--- src/hdl/tau_cfg_pkg.sv ---
package tau_cfg_pkg;

	// ==============================
	// Geometry
	// ==============================

	// Accumulation axes x and y
	localparam int VDIM = 2;

	// One offset coordinate
	localparam int WBW = 8;

	// Linear memory address
	localparam int ABW = 16;

	// Lanes per warp
	localparam int VSIZE = 4;

	// ==============================
	// Configuration table
	// ==============================

	localparam int N_CFG = 4;

	// Holds N_CFG itself as an exclusive end
	localparam int NCFG_BW = 3;

	// Index into the per-id tables
	localparam int CFG_SEL_BW = $clog2(N_CFG);

	// Stride shift amount
	localparam int SS_BW = 4;

	// Block state of the looper top
	typedef enum logic [1:0] {LOOP_IDLE, LOOP_RUN, LOOP_DRAIN} looper_state_e;

endpackage
--- src/hdl/accum_warp_looper.sv ---
`timescale 1ns/100ps

module accum_warp_looper (
	input  logic                            i_clk,
	input  logic                            i_reset,
	// Command link
	input  logic                            i_abofs_rdy,
	output logic                            o_abofs_ack,
	input  logic [tau_cfg_pkg::WBW-1:0]     i_bofs_x,
	input  logic [tau_cfg_pkg::WBW-1:0]     i_abeg_x,
	input  logic [tau_cfg_pkg::WBW-1:0]     i_aend_x,
	input  logic [tau_cfg_pkg::WBW-1:0]     i_abeg_y,
	input  logic [tau_cfg_pkg::WBW-1:0]     i_aend_y,
	input  logic [tau_cfg_pkg::NCFG_BW-1:0] i_id_beg,
	input  logic [tau_cfg_pkg::NCFG_BW-1:0] i_id_end,
	// Configuration
	input  logic [tau_cfg_pkg::ABW-1:0]     i_linears   [tau_cfg_pkg::N_CFG],
	input  logic [tau_cfg_pkg::SS_BW-1:0]   i_ashamt_x  [tau_cfg_pkg::N_CFG],
	input  logic [tau_cfg_pkg::SS_BW-1:0]   i_ashamt_y  [tau_cfg_pkg::N_CFG],
	input  logic [tau_cfg_pkg::ABW-1:0]     i_bsubsteps [tau_cfg_pkg::N_CFG],
	input  logic [tau_cfg_pkg::WBW-1:0]     i_bboundary_x,
	// Output link
	output logic                            o_addrval_rdy,
	input  logic                            i_addrval_ack,
	output logic [tau_cfg_pkg::NCFG_BW-1:0] o_id,
	output logic [tau_cfg_pkg::ABW-1:0]     o_address [tau_cfg_pkg::VSIZE],
	output logic [tau_cfg_pkg::VSIZE-1:0]   o_valid,
	output logic                            o_retire
);
	import tau_cfg_pkg::*;

	looper_state_e      state_r;
	looper_state_e      state_nxt;
	logic               start;
	logic               s0_done;
	logic               s4_fin;
	logic [WBW-1:0]     bofs_x_r;
	logic [NCFG_BW-1:0] id_beg_r;
	logic [NCFG_BW-1:0] id_end_r;

	logic               s12_rdy;
	logic               s12_ack;
	logic [WBW-1:0]     s12_aofs_x;
	logic [WBW-1:0]     s12_aofs_y;
	logic               s12_islast;
	logic               s23_rdy;
	logic               s23_ack;
	logic [NCFG_BW-1:0] s23_id;
	logic [WBW-1:0]     s23_aofs_x;
	logic [WBW-1:0]     s23_aofs_y;
	logic               s23_retire;
	logic               s34_rdy;
	logic               s34_ack;
	logic [NCFG_BW-1:0] s34_id;
	logic [ABW-1:0]     s34_linear;
	logic               s34_retire;

	// ==============================
	// Block state machine
	// ==============================

	assign start       = (state_r == LOOP_IDLE) && i_abofs_rdy;
	assign o_abofs_ack = s4_fin;

	always_comb begin
		state_nxt = state_r;
		case (state_r)
			LOOP_IDLE:  if (i_abofs_rdy) state_nxt = LOOP_RUN;
			// Last offset issued, chain still emptying
			LOOP_RUN:   if (s0_done) state_nxt = LOOP_DRAIN;
			LOOP_DRAIN: if (s4_fin) state_nxt = LOOP_IDLE;
			default:    state_nxt = LOOP_IDLE;
		endcase
	end

	always_ff @(posedge i_clk) begin
		if (i_reset) begin
			state_r <= LOOP_IDLE;
		end else begin
			state_r <= state_nxt;
		end
	end

	// Command fields used past the start cycle
	always_ff @(posedge i_clk) begin
		if (start) begin
			bofs_x_r <= i_bofs_x;
			id_beg_r <= i_id_beg;
			id_end_r <= i_id_end;
		end
	end

	// ==============================
	// Stage chain
	// ==============================

	warp_offset_stage u_s0_ofs (
		.i_clk(i_clk), .i_reset(i_reset), .i_start(start),
		.i_abeg_x(i_abeg_x), .i_aend_x(i_aend_x),
		.i_abeg_y(i_abeg_y), .i_aend_y(i_aend_y),
		.o_dst_rdy(s12_rdy), .i_dst_ack(s12_ack),
		.o_aofs_x(s12_aofs_x), .o_aofs_y(s12_aofs_y),
		.o_islast(s12_islast), .o_done(s0_done)
	);

	warp_index_stage u_s1_idx (
		.i_clk(i_clk), .i_reset(i_reset),
		.i_src_rdy(s12_rdy), .o_src_ack(s12_ack),
		.i_aofs_x(s12_aofs_x), .i_aofs_y(s12_aofs_y), .i_islast(s12_islast),
		.i_id_beg(id_beg_r), .i_id_end(id_end_r),
		.o_dst_rdy(s23_rdy), .i_dst_ack(s23_ack),
		.o_id(s23_id), .o_aofs_x(s23_aofs_x), .o_aofs_y(s23_aofs_y),
		.o_retire(s23_retire)
	);

	warp_memofs_stage u_s2_mofs (
		.i_clk(i_clk), .i_reset(i_reset),
		.i_src_rdy(s23_rdy), .o_src_ack(s23_ack),
		.i_id(s23_id), .i_aofs_x(s23_aofs_x), .i_aofs_y(s23_aofs_y),
		.i_retire(s23_retire), .i_linears(i_linears),
		.i_ashamt_x(i_ashamt_x), .i_ashamt_y(i_ashamt_y),
		.o_dst_rdy(s34_rdy), .i_dst_ack(s34_ack),
		.o_id(s34_id), .o_linear(s34_linear), .o_retire(s34_retire)
	);

	warp_vector_stage u_s3_vofs (
		.i_clk(i_clk), .i_reset(i_reset),
		.i_src_rdy(s34_rdy), .o_src_ack(s34_ack),
		.i_id(s34_id), .i_linear(s34_linear), .i_retire(s34_retire),
		.i_bofs_x(bofs_x_r), .i_bboundary_x(i_bboundary_x),
		.i_bsubsteps(i_bsubsteps),
		.o_dst_rdy(o_addrval_rdy), .i_dst_ack(i_addrval_ack),
		.o_id(o_id), .o_address(o_address), .o_valid(o_valid),
		.o_retire(o_retire), .o_fin(s4_fin)
	);

	// Retire only surfaces after the offset stage has finished the block
	a_fin_in_drain: assert property (@(posedge i_clk) disable iff (i_reset)
		s4_fin |-> (state_r == LOOP_DRAIN));

	// Command stays presented until its ack
	a_cmd_held: assert property (@(posedge i_clk) disable iff (i_reset)
		(state_r != LOOP_IDLE) |-> i_abofs_rdy);

endmodule

--- src/hdl/warp_vector_stage.sv ---
`timescale 1ns/100ps

module warp_vector_stage (
	input  logic                            i_clk,
	input  logic                            i_reset,
	input  logic                            i_src_rdy,
	output logic                            o_src_ack,
	input  logic [tau_cfg_pkg::NCFG_BW-1:0] i_id,
	input  logic [tau_cfg_pkg::ABW-1:0]     i_linear,
	input  logic                            i_retire,
	input  logic [tau_cfg_pkg::WBW-1:0]     i_bofs_x,
	input  logic [tau_cfg_pkg::WBW-1:0]     i_bboundary_x,
	input  logic [tau_cfg_pkg::ABW-1:0]     i_bsubsteps [tau_cfg_pkg::N_CFG],
	output logic                            o_dst_rdy,
	input  logic                            i_dst_ack,
	output logic [tau_cfg_pkg::NCFG_BW-1:0] o_id,
	output logic [tau_cfg_pkg::ABW-1:0]     o_address [tau_cfg_pkg::VSIZE],
	output logic [tau_cfg_pkg::VSIZE-1:0]   o_valid,
	output logic                            o_retire,
	output logic                            o_fin
);
	import tau_cfg_pkg::*;

	// ==============================
	// Lane expansion
	// ==============================

	logic [CFG_SEL_BW-1:0] sel;
	logic [ABW-1:0]        substep;
	logic [ABW-1:0]        lane_addr [VSIZE];
	logic [WBW:0]          lane_x    [VSIZE];
	logic [VSIZE-1:0]      lane_valid;
	logic                  load;

	assign sel     = i_id[CFG_SEL_BW-1:0];
	assign substep = i_bsubsteps[sel];

	// Each lane sits one substep above the previous one
	always_comb begin
		lane_addr[0] = i_linear;
		for (int k = 1; k < VSIZE; k++) begin
			lane_addr[k] = lane_addr[k-1] + substep;
		end
	end

	// Boundary check runs one bit wider so bofs+k cannot wrap
	always_comb begin
		for (int k = 0; k < VSIZE; k++) begin
			lane_x[k]     = {1'b0, i_bofs_x} + (WBW+1)'(k);
			lane_valid[k] = (lane_x[k] < {1'b0, i_bboundary_x});
		end
	end

	// ==============================
	// Output register
	// ==============================

	assign load      = i_src_rdy && (!o_dst_rdy || i_dst_ack);
	assign o_src_ack = load;

	// Final warp of the block leaves this cycle
	assign o_fin = o_dst_rdy && i_dst_ack && o_retire;

	always_ff @(posedge i_clk) begin
		if (i_reset) begin
			o_dst_rdy <= 1'b0;
		end else if (load) begin
			o_dst_rdy <= 1'b1;
		end else if (o_dst_rdy && i_dst_ack) begin
			o_dst_rdy <= 1'b0;
		end
	end

	always_ff @(posedge i_clk) begin
		if (load) begin
			o_id     <= i_id;
			o_valid  <= lane_valid;
			o_retire <= i_retire;
			for (int k = 0; k < VSIZE; k++) begin
				o_address[k] <= lane_addr[k];
			end
		end
	end

endmodule

--- src/hdl/warp_memofs_stage.sv ---
`timescale 1ns/100ps

module warp_memofs_stage (
	input  logic                            i_clk,
	input  logic                            i_reset,
	input  logic                            i_src_rdy,
	output logic                            o_src_ack,
	input  logic [tau_cfg_pkg::NCFG_BW-1:0] i_id,
	input  logic [tau_cfg_pkg::WBW-1:0]     i_aofs_x,
	input  logic [tau_cfg_pkg::WBW-1:0]     i_aofs_y,
	input  logic                            i_retire,
	input  logic [tau_cfg_pkg::ABW-1:0]     i_linears  [tau_cfg_pkg::N_CFG],
	input  logic [tau_cfg_pkg::SS_BW-1:0]   i_ashamt_x [tau_cfg_pkg::N_CFG],
	input  logic [tau_cfg_pkg::SS_BW-1:0]   i_ashamt_y [tau_cfg_pkg::N_CFG],
	output logic                            o_dst_rdy,
	input  logic                            i_dst_ack,
	output logic [tau_cfg_pkg::NCFG_BW-1:0] o_id,
	output logic [tau_cfg_pkg::ABW-1:0]     o_linear,
	output logic                            o_retire
);
	import tau_cfg_pkg::*;

	// ==============================
	// Address arithmetic
	// ==============================

	logic [CFG_SEL_BW-1:0] sel;
	logic [ABW-1:0]        base;
	logic [SS_BW-1:0]      shamt_x;
	logic [SS_BW-1:0]      shamt_y;
	logic [ABW-1:0]        term_x;
	logic [ABW-1:0]        term_y;
	logic [ABW-1:0]        linear;
	logic                  load;

	// Per-id table lookup
	assign sel     = i_id[CFG_SEL_BW-1:0];
	assign base    = i_linears[sel];
	assign shamt_x = i_ashamt_x[sel];
	assign shamt_y = i_ashamt_y[sel];

	// Strides are powers of two so each axis is a shift
	assign term_x = ABW'(i_aofs_x) << shamt_x;
	assign term_y = ABW'(i_aofs_y) << shamt_y;

	// Wraps modulo 2^ABW
	assign linear = base + term_x + term_y;

	// ==============================
	// Output register
	// ==============================

	assign load      = i_src_rdy && (!o_dst_rdy || i_dst_ack);
	assign o_src_ack = load;

	always_ff @(posedge i_clk) begin
		if (i_reset) begin
			o_dst_rdy <= 1'b0;
		end else if (load) begin
			o_dst_rdy <= 1'b1;
		end else if (o_dst_rdy && i_dst_ack) begin
			o_dst_rdy <= 1'b0;
		end
	end

	always_ff @(posedge i_clk) begin
		if (load) begin
			o_id     <= i_id;
			o_linear <= linear;
			o_retire <= i_retire;
		end
	end

	// Ids come from the command range and must index the table
	a_id_in_table: assert property (@(posedge i_clk) disable iff (i_reset)
		i_src_rdy |-> (i_id < NCFG_BW'(N_CFG)));

endmodule

--- src/hdl/warp_index_stage.sv ---
`timescale 1ns/100ps

module warp_index_stage (
	input  logic                            i_clk,
	input  logic                            i_reset,
	input  logic                            i_src_rdy,
	output logic                            o_src_ack,
	input  logic [tau_cfg_pkg::WBW-1:0]     i_aofs_x,
	input  logic [tau_cfg_pkg::WBW-1:0]     i_aofs_y,
	input  logic                            i_islast,
	input  logic [tau_cfg_pkg::NCFG_BW-1:0] i_id_beg,
	input  logic [tau_cfg_pkg::NCFG_BW-1:0] i_id_end,
	output logic                            o_dst_rdy,
	input  logic                            i_dst_ack,
	output logic [tau_cfg_pkg::NCFG_BW-1:0] o_id,
	output logic [tau_cfg_pkg::WBW-1:0]     o_aofs_x,
	output logic [tau_cfg_pkg::WBW-1:0]     o_aofs_y,
	output logic                            o_retire
);
	import tau_cfg_pkg::*;

	// Set while an offset is partway through its ids
	logic               mid_r;
	logic [NCFG_BW-1:0] nxt_id_r;
	logic [NCFG_BW-1:0] cur_id;
	logic [NCFG_BW-1:0] last_id;
	logic               is_last_id;
	logic               load;

	assign cur_id     = mid_r ? nxt_id_r : i_id_beg;
	assign last_id    = i_id_end - 1'b1;
	assign is_last_id = (cur_id == last_id);

	// Register free or being emptied this cycle
	assign load = i_src_rdy && (!o_dst_rdy || i_dst_ack);

	// The offset is consumed together with its final id
	assign o_src_ack = load && is_last_id;

	always_ff @(posedge i_clk) begin
		if (i_reset) begin
			o_dst_rdy <= 1'b0;
			mid_r     <= 1'b0;
		end else begin
			if (load) begin
				o_dst_rdy <= 1'b1;
				mid_r     <= !is_last_id;
			end else if (o_dst_rdy && i_dst_ack) begin
				o_dst_rdy <= 1'b0;
			end
		end
	end

	// Payload
	always_ff @(posedge i_clk) begin
		if (load) begin
			nxt_id_r <= cur_id + 1'b1;
			o_id     <= cur_id;
			o_aofs_x <= i_aofs_x;
			o_aofs_y <= i_aofs_y;
			o_retire <= i_islast && is_last_id;
		end
	end

	// An empty id range would wrap the id counter forever
	a_id_nonempty: assert property (@(posedge i_clk) disable iff (i_reset)
		i_src_rdy |-> (i_id_beg < i_id_end));

endmodule

--- src/hdl/warp_offset_stage.sv ---
`timescale 1ns/100ps

module warp_offset_stage (
	input  logic                        i_clk,
	input  logic                        i_reset,
	input  logic                        i_start,
	input  logic [tau_cfg_pkg::WBW-1:0] i_abeg_x,
	input  logic [tau_cfg_pkg::WBW-1:0] i_aend_x,
	input  logic [tau_cfg_pkg::WBW-1:0] i_abeg_y,
	input  logic [tau_cfg_pkg::WBW-1:0] i_aend_y,
	output logic                        o_dst_rdy,
	input  logic                        i_dst_ack,
	output logic [tau_cfg_pkg::WBW-1:0] o_aofs_x,
	output logic [tau_cfg_pkg::WBW-1:0] o_aofs_y,
	output logic                        o_islast,
	output logic                        o_done
);
	import tau_cfg_pkg::*;

	// ==============================
	// Range and current corner
	// ==============================

	logic [WBW-1:0] in_beg [VDIM];
	logic [WBW-1:0] in_end [VDIM];
	logic [WBW-1:0] beg_r  [VDIM];
	logic [WBW-1:0] end_r  [VDIM];
	logic [WBW-1:0] cur_r  [VDIM];
	logic [WBW-1:0] inc    [VDIM];
	logic [WBW-1:0] nxt    [VDIM];
	logic [VDIM-1:0] at_end;
	logic [VDIM:0]   carry;
	logic xfer;

	always_comb begin
		in_beg[0] = i_abeg_x;
		in_beg[1] = i_abeg_y;
		in_end[0] = i_aend_x;
		in_end[1] = i_aend_y;
	end

	// Ripple carry across axes, x steps fastest
	always_comb begin
		carry[0] = 1'b1;
		for (int i = 0; i < VDIM; i++) begin
			inc[i] = cur_r[i] + 1'b1;
			at_end[i] = (inc[i] == end_r[i]);
			if (carry[i]) begin
				nxt[i] = at_end[i] ? beg_r[i] : inc[i];
			end else begin
				nxt[i] = cur_r[i];
			end
			carry[i+1] = carry[i] && at_end[i];
		end
	end

	assign xfer     = o_dst_rdy && i_dst_ack;
	// Every axis sits on its last value
	assign o_islast = carry[VDIM];
	assign o_done   = xfer && o_islast;
	assign o_aofs_x = cur_r[0];
	assign o_aofs_y = cur_r[1];

	// ==============================
	// Control
	// ==============================

	always_ff @(posedge i_clk) begin
		if (i_reset) begin
			o_dst_rdy <= 1'b0;
		end else if (i_start && !o_dst_rdy) begin
			o_dst_rdy <= 1'b1;
		end else if (xfer && o_islast) begin
			o_dst_rdy <= 1'b0;
		end
	end

	always_ff @(posedge i_clk) begin
		if (i_start && !o_dst_rdy) begin
			for (int i = 0; i < VDIM; i++) begin
				beg_r[i] <= in_beg[i];
				end_r[i] <= in_end[i];
				cur_r[i] <= in_beg[i];
			end
		end else if (xfer) begin
			for (int i = 0; i < VDIM; i++) begin
				cur_r[i] <= nxt[i];
			end
		end
	end

	// The top only starts a block once the previous one has drained
	a_start_idle: assert property (@(posedge i_clk) disable iff (i_reset)
		i_start |-> !o_dst_rdy);

	// Empty ranges would never reach the last corner
	a_range_nonempty: assert property (@(posedge i_clk) disable iff (i_reset)
		i_start |-> (i_abeg_x < i_aend_x) && (i_abeg_y < i_aend_y));

endmodule

--- config.mk ---
export PLATFORM = sky130hd
export DESIGN_NAME = accum_warp_looper
export DESIGN_NICKNAME = d
export VERILOG_FILES = /design/src/hdl/tau_cfg_pkg.sv /design/src/hdl/accum_warp_looper.sv /design/src/hdl/warp_vector_stage.sv /design/src/hdl/warp_memofs_stage.sv /design/src/hdl/warp_index_stage.sv /design/src/hdl/warp_offset_stage.sv
export SDC_FILE = /design/constraint.sdc
export NUM_CORES = 1
export LEC_CHECK = 0
export CAP_MARGIN = 0
export CORE_ASPECT_RATIO = 1.75
export CORE_MARGIN = 10
export CORE_UTILIZATION = 40
export CTS_BUF_LIST = sky130_fd_sc_hd__clkbuf_4 sky130_fd_sc_hd__clkbuf_8
export DETAILED_ROUTE_END_ITERATION = 12
export DONT_BUFFER_PORTS = 1
export GPL_ROUTABILITY_DRIVEN = 0
export PLACE_DENSITY = 0.6
export RECOVER_POWER = 25
export SETUP_SLACK_MARGIN = 0.02
export SLEW_MARGIN = 20
export SYNTH_ARGS = -nofsm -noshare
export SYNTH_HDL_FRONTEND = slang
export SYNTH_SLANG_ARGS = --single-unit
--- constraint.sdc ---
create_clock -name i_clk -period 6.2 [get_ports i_clk]
set_clock_uncertainty 0.15 [all_clocks]
set_input_delay 0.62 -clock i_clk [delete_from_list [all_inputs] [get_ports i_clk]]
set_output_delay 0.62 -clock i_clk [all_outputs]
set_load 0.1 [all_outputs]
* Yosys cells after proc, flatten, opt, wreduce, memory -nomap -nowiden
Memories as Yosys holds them, arrays and structs flattened. Cells that the tools add are included.
Storage, ports and cells: memories kept 3, word-level logic and storage cells 122, flip-flop bits (word level) 136, input bits 218, RAM bits 48
Memory list:
- u_s0_ofs.beg_r | words 2, width 8, read ports 2, clocked after memory_dff 0, wr ports 2, line warp_offset_stage.sv:26 | logic [WBW-1:0] beg_r [VDIM];
- u_s0_ofs.cur_r | words 2, width 8, read ports 2, clocked after memory_dff 0, wr ports 2, line warp_offset_stage.sv:28 | logic [WBW-1:0] cur_r [VDIM];
- u_s0_ofs.end_r | words 2, width 8, read ports 2, clocked after memory_dff 0, wr ports 2, line warp_offset_stage.sv:27 | logic [WBW-1:0] end_r [VDIM];
Cells by class: shift-type cells 2, add/subtract/negate cells 12, magnitude comparators 6, bitwise logic cells 4, reductions and logical operators 28, mux-type cells 35, equality and inequality tests 8
Operators by type and width (count):
- $add 16x16->16 | 5
- $bmux 16 s2 | 2
- $mux 16 | 4
- $mux 8 | 5
- $shl 8x4->16 | 2
- $lt 9x8->1 | 3
- $add 8x2->9 const B | 2
- $add 8x1->8 const B | 2
- $bmux 4 s2 | 2
- $eq 8x8->1 | 2
- $mux 4 | 4
- $logic_and 1x1->1 | 14
- $mux 1 | 13
- $add 8x1->9 const B | 1
- $lt 8x8->1 | 1
- $reduce_bool 2->1 | 4
- $ge 3x3->1 const B | 2
- $mux 2 | 3
- $ne 2x2->1 const B | 3
- $not 2->3 | 2
- $pmux 2 s3 | 1
- $logic_not 1->1 | 5
- $add 3x1->3 const B | 1
- $eq 3x3->1 | 1
- 8 further kinds | 11

* Longest topological paths before layout
depth after elaboration 13, depth in mapped cells 24, mapped depth without buffers 23

* Cells and area by module
From an unflattened synthesis, not the netlist that was laid out.
Unflattened totals: cells, all modules 1049, area, all modules 12518.3 µm²
By module, submodules not included:
- warp_vector_stage | cells an instance 486, area each 5521.5 µm², instances 1
- warp_memofs_stage | cells an instance 312, area each 3123.0 µm², instances 1
- warp_offset_stage | cells an instance 181, area each 2464.9 µm², instances 1
- warp_index_stage | cells an instance 47, area each 903.4 µm², instances 1
- accum_warp_looper | cells an instance 23, area each 505.5 µm², instances 1

* Worst setup path after synthesis
No wires, ideal clock.
path kind register -> register, start register u_s2_mofs.o_id[0] in the netlist's numbering, end register u_s3_vofs.o_address[15] in the netlist's numbering (data pin), path buffers 1, path slack 0.522 ns, cell stages (with the launch flop) 24, data arrival time 5.264 ns, clock period less this slack 5.678 ns, path through edfxtp_1 > clkbuf_1 > mux4_2 > ha_1 > fa_1 > a21o_1 > a21o_1 > a2111oi_0 > nor2_1 > nor2_1 > xnor2_1 > ha_1 > a21o_1 > a21o_1 > nand3_1 > nand2_1 > a41oi_1 > nor2b_1 > xnor2_1 > ha_1 > a21o_1 > a31oi_1 > o21ai_0 > xnor2_1
RTL lines:
- start: declaration | line warp_memofs_stage.sv:17 | output logic [tau_cfg_pkg::NCFG_BW-1:0] o_id,
- start signal: assignment | line warp_memofs_stage.sv:68 | o_id <= i_id;
- end signal: indexed assignment | line warp_vector_stage.sv:80 | o_address[k] <= lane_addr[k];
- end: declaration | line warp_vector_stage.sv:17 | output logic [tau_cfg_pkg::ABW-1:0] o_address [tau_cfg_pkg::VSIZE],

==> summary.txt <==
status: complete, no violations
via count: 7680
Min-Delay Path Class: in -> reg
Worst Path Max Fanout: 5
critical path class: reg -> reg
Lkg Pwr: 5.10 nW
dpl hpwl: 25400 um
Core Rows: 84
#FFs+latches synth: 184
Core Region: 0.0300 mm^2
Ant. Diodes: 0
Worst setup EP type: flop
CTS H-Tree Depth: 4
worst endpoint data arrival time: 6.00 ns
clk sink count: 184
Skew-Pair Late Insertion Delay: 0.50 ns
TritonCTS clock tree: done
DRT antenna net count: 0
combinational power share: 42.5%
pwr/cell area: 364 mW/mm^2
total grt overflow: 0
Area Growth Syn to Fin: 7.16%
Pint: 2.85 mW
Starting Density: 40.5%
Slew HR: 28.5%
Post-synth ARST share: 0%
min Tclk post-route: 5.90 ns
Reg power frac: 40.9%
Clk pwr share: 16.6%
f_max: 0.169 GHz
root buffer cell: clkbuf_8
most common cell after layout, fill and taps aside: edfxtp_1
syn_nets: 1339
Nets: 1345
design area: 0.0130 mm^2
Synth warnings: 0
first-pass GRT wire length: 46900 um
Hold Vio Cnt, Final: 0
Setup crit start: u_s2_mofs.o_id[0]
vias in the first global route: 8340
drt drc: 0
largest net degree at the start of global routing: 73
post-synthesis cell count: 1008
Critical Path Sink: u_s3_vofs.o_address[15]
layout cell share with drive strength beyond 1: 10.8%
Die Height: 250 um
die area: 0.0379 mm^2
Synth Flop Type: edfxtp_1
Port Buffers: 0
Yosys cell types: 68
FF-to-FF path depth: 23
Overall Global Routing Usage: 16.2%
R2R Setup Slk: 0.30 ns
FF-to-FF Start: u_s2_mofs.o_id[0]
Worst Max-Slew Pin Slew: 1.07 ns
max cap viols: 0
CTS clk-pin slew, worst paths: 0.11 ns
initial drt markers: 277
Post-Route WL: 30600 um
setup_tns: 0 ns
Routed wire per std cell: 21.6 um
Switching Power: 1.88 mW
vias per cell: 5.43
slack of the critical path: 0.300 ns
Num CTS Buffers: 17
Slew Limit Fails: 0
register area share after synthesis: 45.0%
area post-placement: 0.0126 mm^2
CTS Buffer Depth: 2
final critical-path share of the clock period: 95.2%
EDFF count, synth: 177
RSZ-0062 raised after global routing: true
most frequent cells in the layout: edfxtp_1, ha_1, xnor2_1
DR pass1 iterations: 4
Worst R2R End: u_s3_vofs.o_address[15]
I/O pins: 292
initial antenna violation count: 2
Power, Total: 4.73 mW
Final setup viols: 0
die outline width: 152 um
Critical Path RT: 6.30 ns
Worst VDD drop: 218 uV
Avg Cell Area, Syn: 12.0 um^2
switching share of power: 39.7%
Post-Syn Area: 0.0121 mm^2
Startpoint Class: flop
Setup WS pre-CTS: 0.110 ns
power by group through the flow:
stage	sequential [mW]	combinational, mW	clock, mW
final	1.93	2.01	0.785
after global routing	1.95	2.27	0.862
after CTS	1.94	2.01	0.815
after detailed placement	1.97	2.00	0
after global placement	1.96	1.95	0
after floorplan	1.94	1.62	0
worst max-delay path, cell delays in order, from the launching register on:
cell       delay [ns]
edfxtp_1         0.46
mux4_2           0.59
ha_1             0.29
fa_1             0.43
a21o_1           0.18
a21o_1           0.22
a2111oi_1        0.39
buf_4            0.19
nor2_1           0.04
nor2_1           0.11
xnor2_1          0.17
ha_1             0.32
a21o_1           0.17
a21o_1           0.20
nand3_1          0.09
nand2_1          0.06
a41oi_2          0.19
nor2b_1          0.19
xnor2_1          0.15
ha_1             0.31
a21o_1           0.20
a31oi_1          0.24
o21ai_0          0.17
xnor2_1          0.15
what timing repair did:
item | CTS | global route
setup buffers | 0 | 0
hold endpoints to repair | 5 | 0
setup endpoints to repair | 0 | 2
hold buffers | 1 | 0
gates resized for setup | 0 | 4
state kept, by name, indices dropped and copies added, names as in the netlist:
register,flops
id_beg_r,3
bofs_x_r,8
u_s2_mofs.o_id,3
u_s1_idx.o_dst_rdy,1
u_s2_mofs.o_linear,16
u_s0_ofs.o_dst_rdy,1
u_s1_idx.o_id,3
u_s3_vofs.o_address,64
u_s0_ofs.beg_r,16
u_s2_mofs.o_dst_rdy,1
u_s3_vofs.o_retire,1
u_s2_mofs.o_retire,1
u_s1_idx.o_aofs_x,8
u_s0_ofs.cur_r,16
u_s1_idx.o_retire,1
u_s1_idx.mid_r,1
u_s3_vofs.o_dst_rdy,1
u_s1_idx.nxt_id_r,3
u_s1_idx.o_aofs_y,8
u_s3_vofs.o_valid,4
id_end_r,3
state_r,2
u_s0_ofs.end_r,16
u_s3_vofs.o_id,3
per-stage QoR:
step	instances	util (%)	hold slack [ns]
floorplan	1008	-	0.250
global placement	1381	42.1	0.252
detailed placement	1381	42.1	0.255
CTS	1414	43.4	0.0102
global route	1414	43.4	0.00581
finish	1414	43.4	0.0545
cells by family after synthesis:
group | count (synthesis) | synth area share [%]
AO/OA/AOI/OAI | 188 | 9.85
XOR/XNOR | 105 | 8.35
multiplexers | 83 | 11.4
adder cells (fa/ha/maj) | 113 | 12.8
buffers and inverters | 98 | 3.24
flip-flops | 184 | 45.0
AND/OR/NAND/NOR | 237 | 9.34
how the worst min path moves through the flow:
stage	from	to	slack (ns)	cells after the start
after floorplan	u_s1_idx.o_id[2]	u_s2_mofs.o_id[2]	0.25	0
after global placement	u_s1_idx.o_id[2]	u_s2_mofs.o_id[2]	0.25	0
after detailed placement	u_s2_mofs.o_id[2]	u_s3_vofs.o_id[2]	0.25	0
after CTS	i_reset	u_s1_idx.mid_r	0.01	1
after global routing	i_reset	u_s1_idx.mid_r	0.006	1
final	i_reset	u_s1_idx.mid_r	0.05	1
final cells by class:
| cell class | count | area, um^2 |
|---|---|---|
| Tap cell | 387 | 484 |
| Multi-Input combinational cell | 726 | 6300 |
| Fill cell | 2789 | 17000 |
| Clock buffer | 20 | 263 |
| Timing Repair Buffer | 16 | 115 |
| Inverter | 69 | 259 |
| Sequential cell | 184 | 5460 |
| Clock inverter | 12 | 114 |
synthesized netlist by cell type (all sizes together) (8+ instances only):
cell type	number	area share, %
a21oi	53	2.2
buf	9	0.49
nand3	21	0.87
a21o	37	2.3
o21ai	45	1.9
and3	11	0.57
nand2	65	2.0
nor2b	19	0.98
fa	19	3.1
mux4	40	7.4
nor3	13	0.54
mux2i	35	3.2
ha	94	9.7
mux2	8	0.77
xor2	23	1.7
inv	69	2.1
nand2b	11	0.57
edfxtp	177	44
clkbuf	20	0.62
nor2	73	2.3
xnor2	76	5.6
routing by layer:
metal  vias to the layer above  wire length [um]  track usage, %
li1                       3725                 -               -
met1                      3684             10900            16.2
met2                       240             17200            30.9
met3                        31              1770            4.13
met4                         0               718            5.39
met5                         -                 0               0
Power figures use the tool's default switching activity.
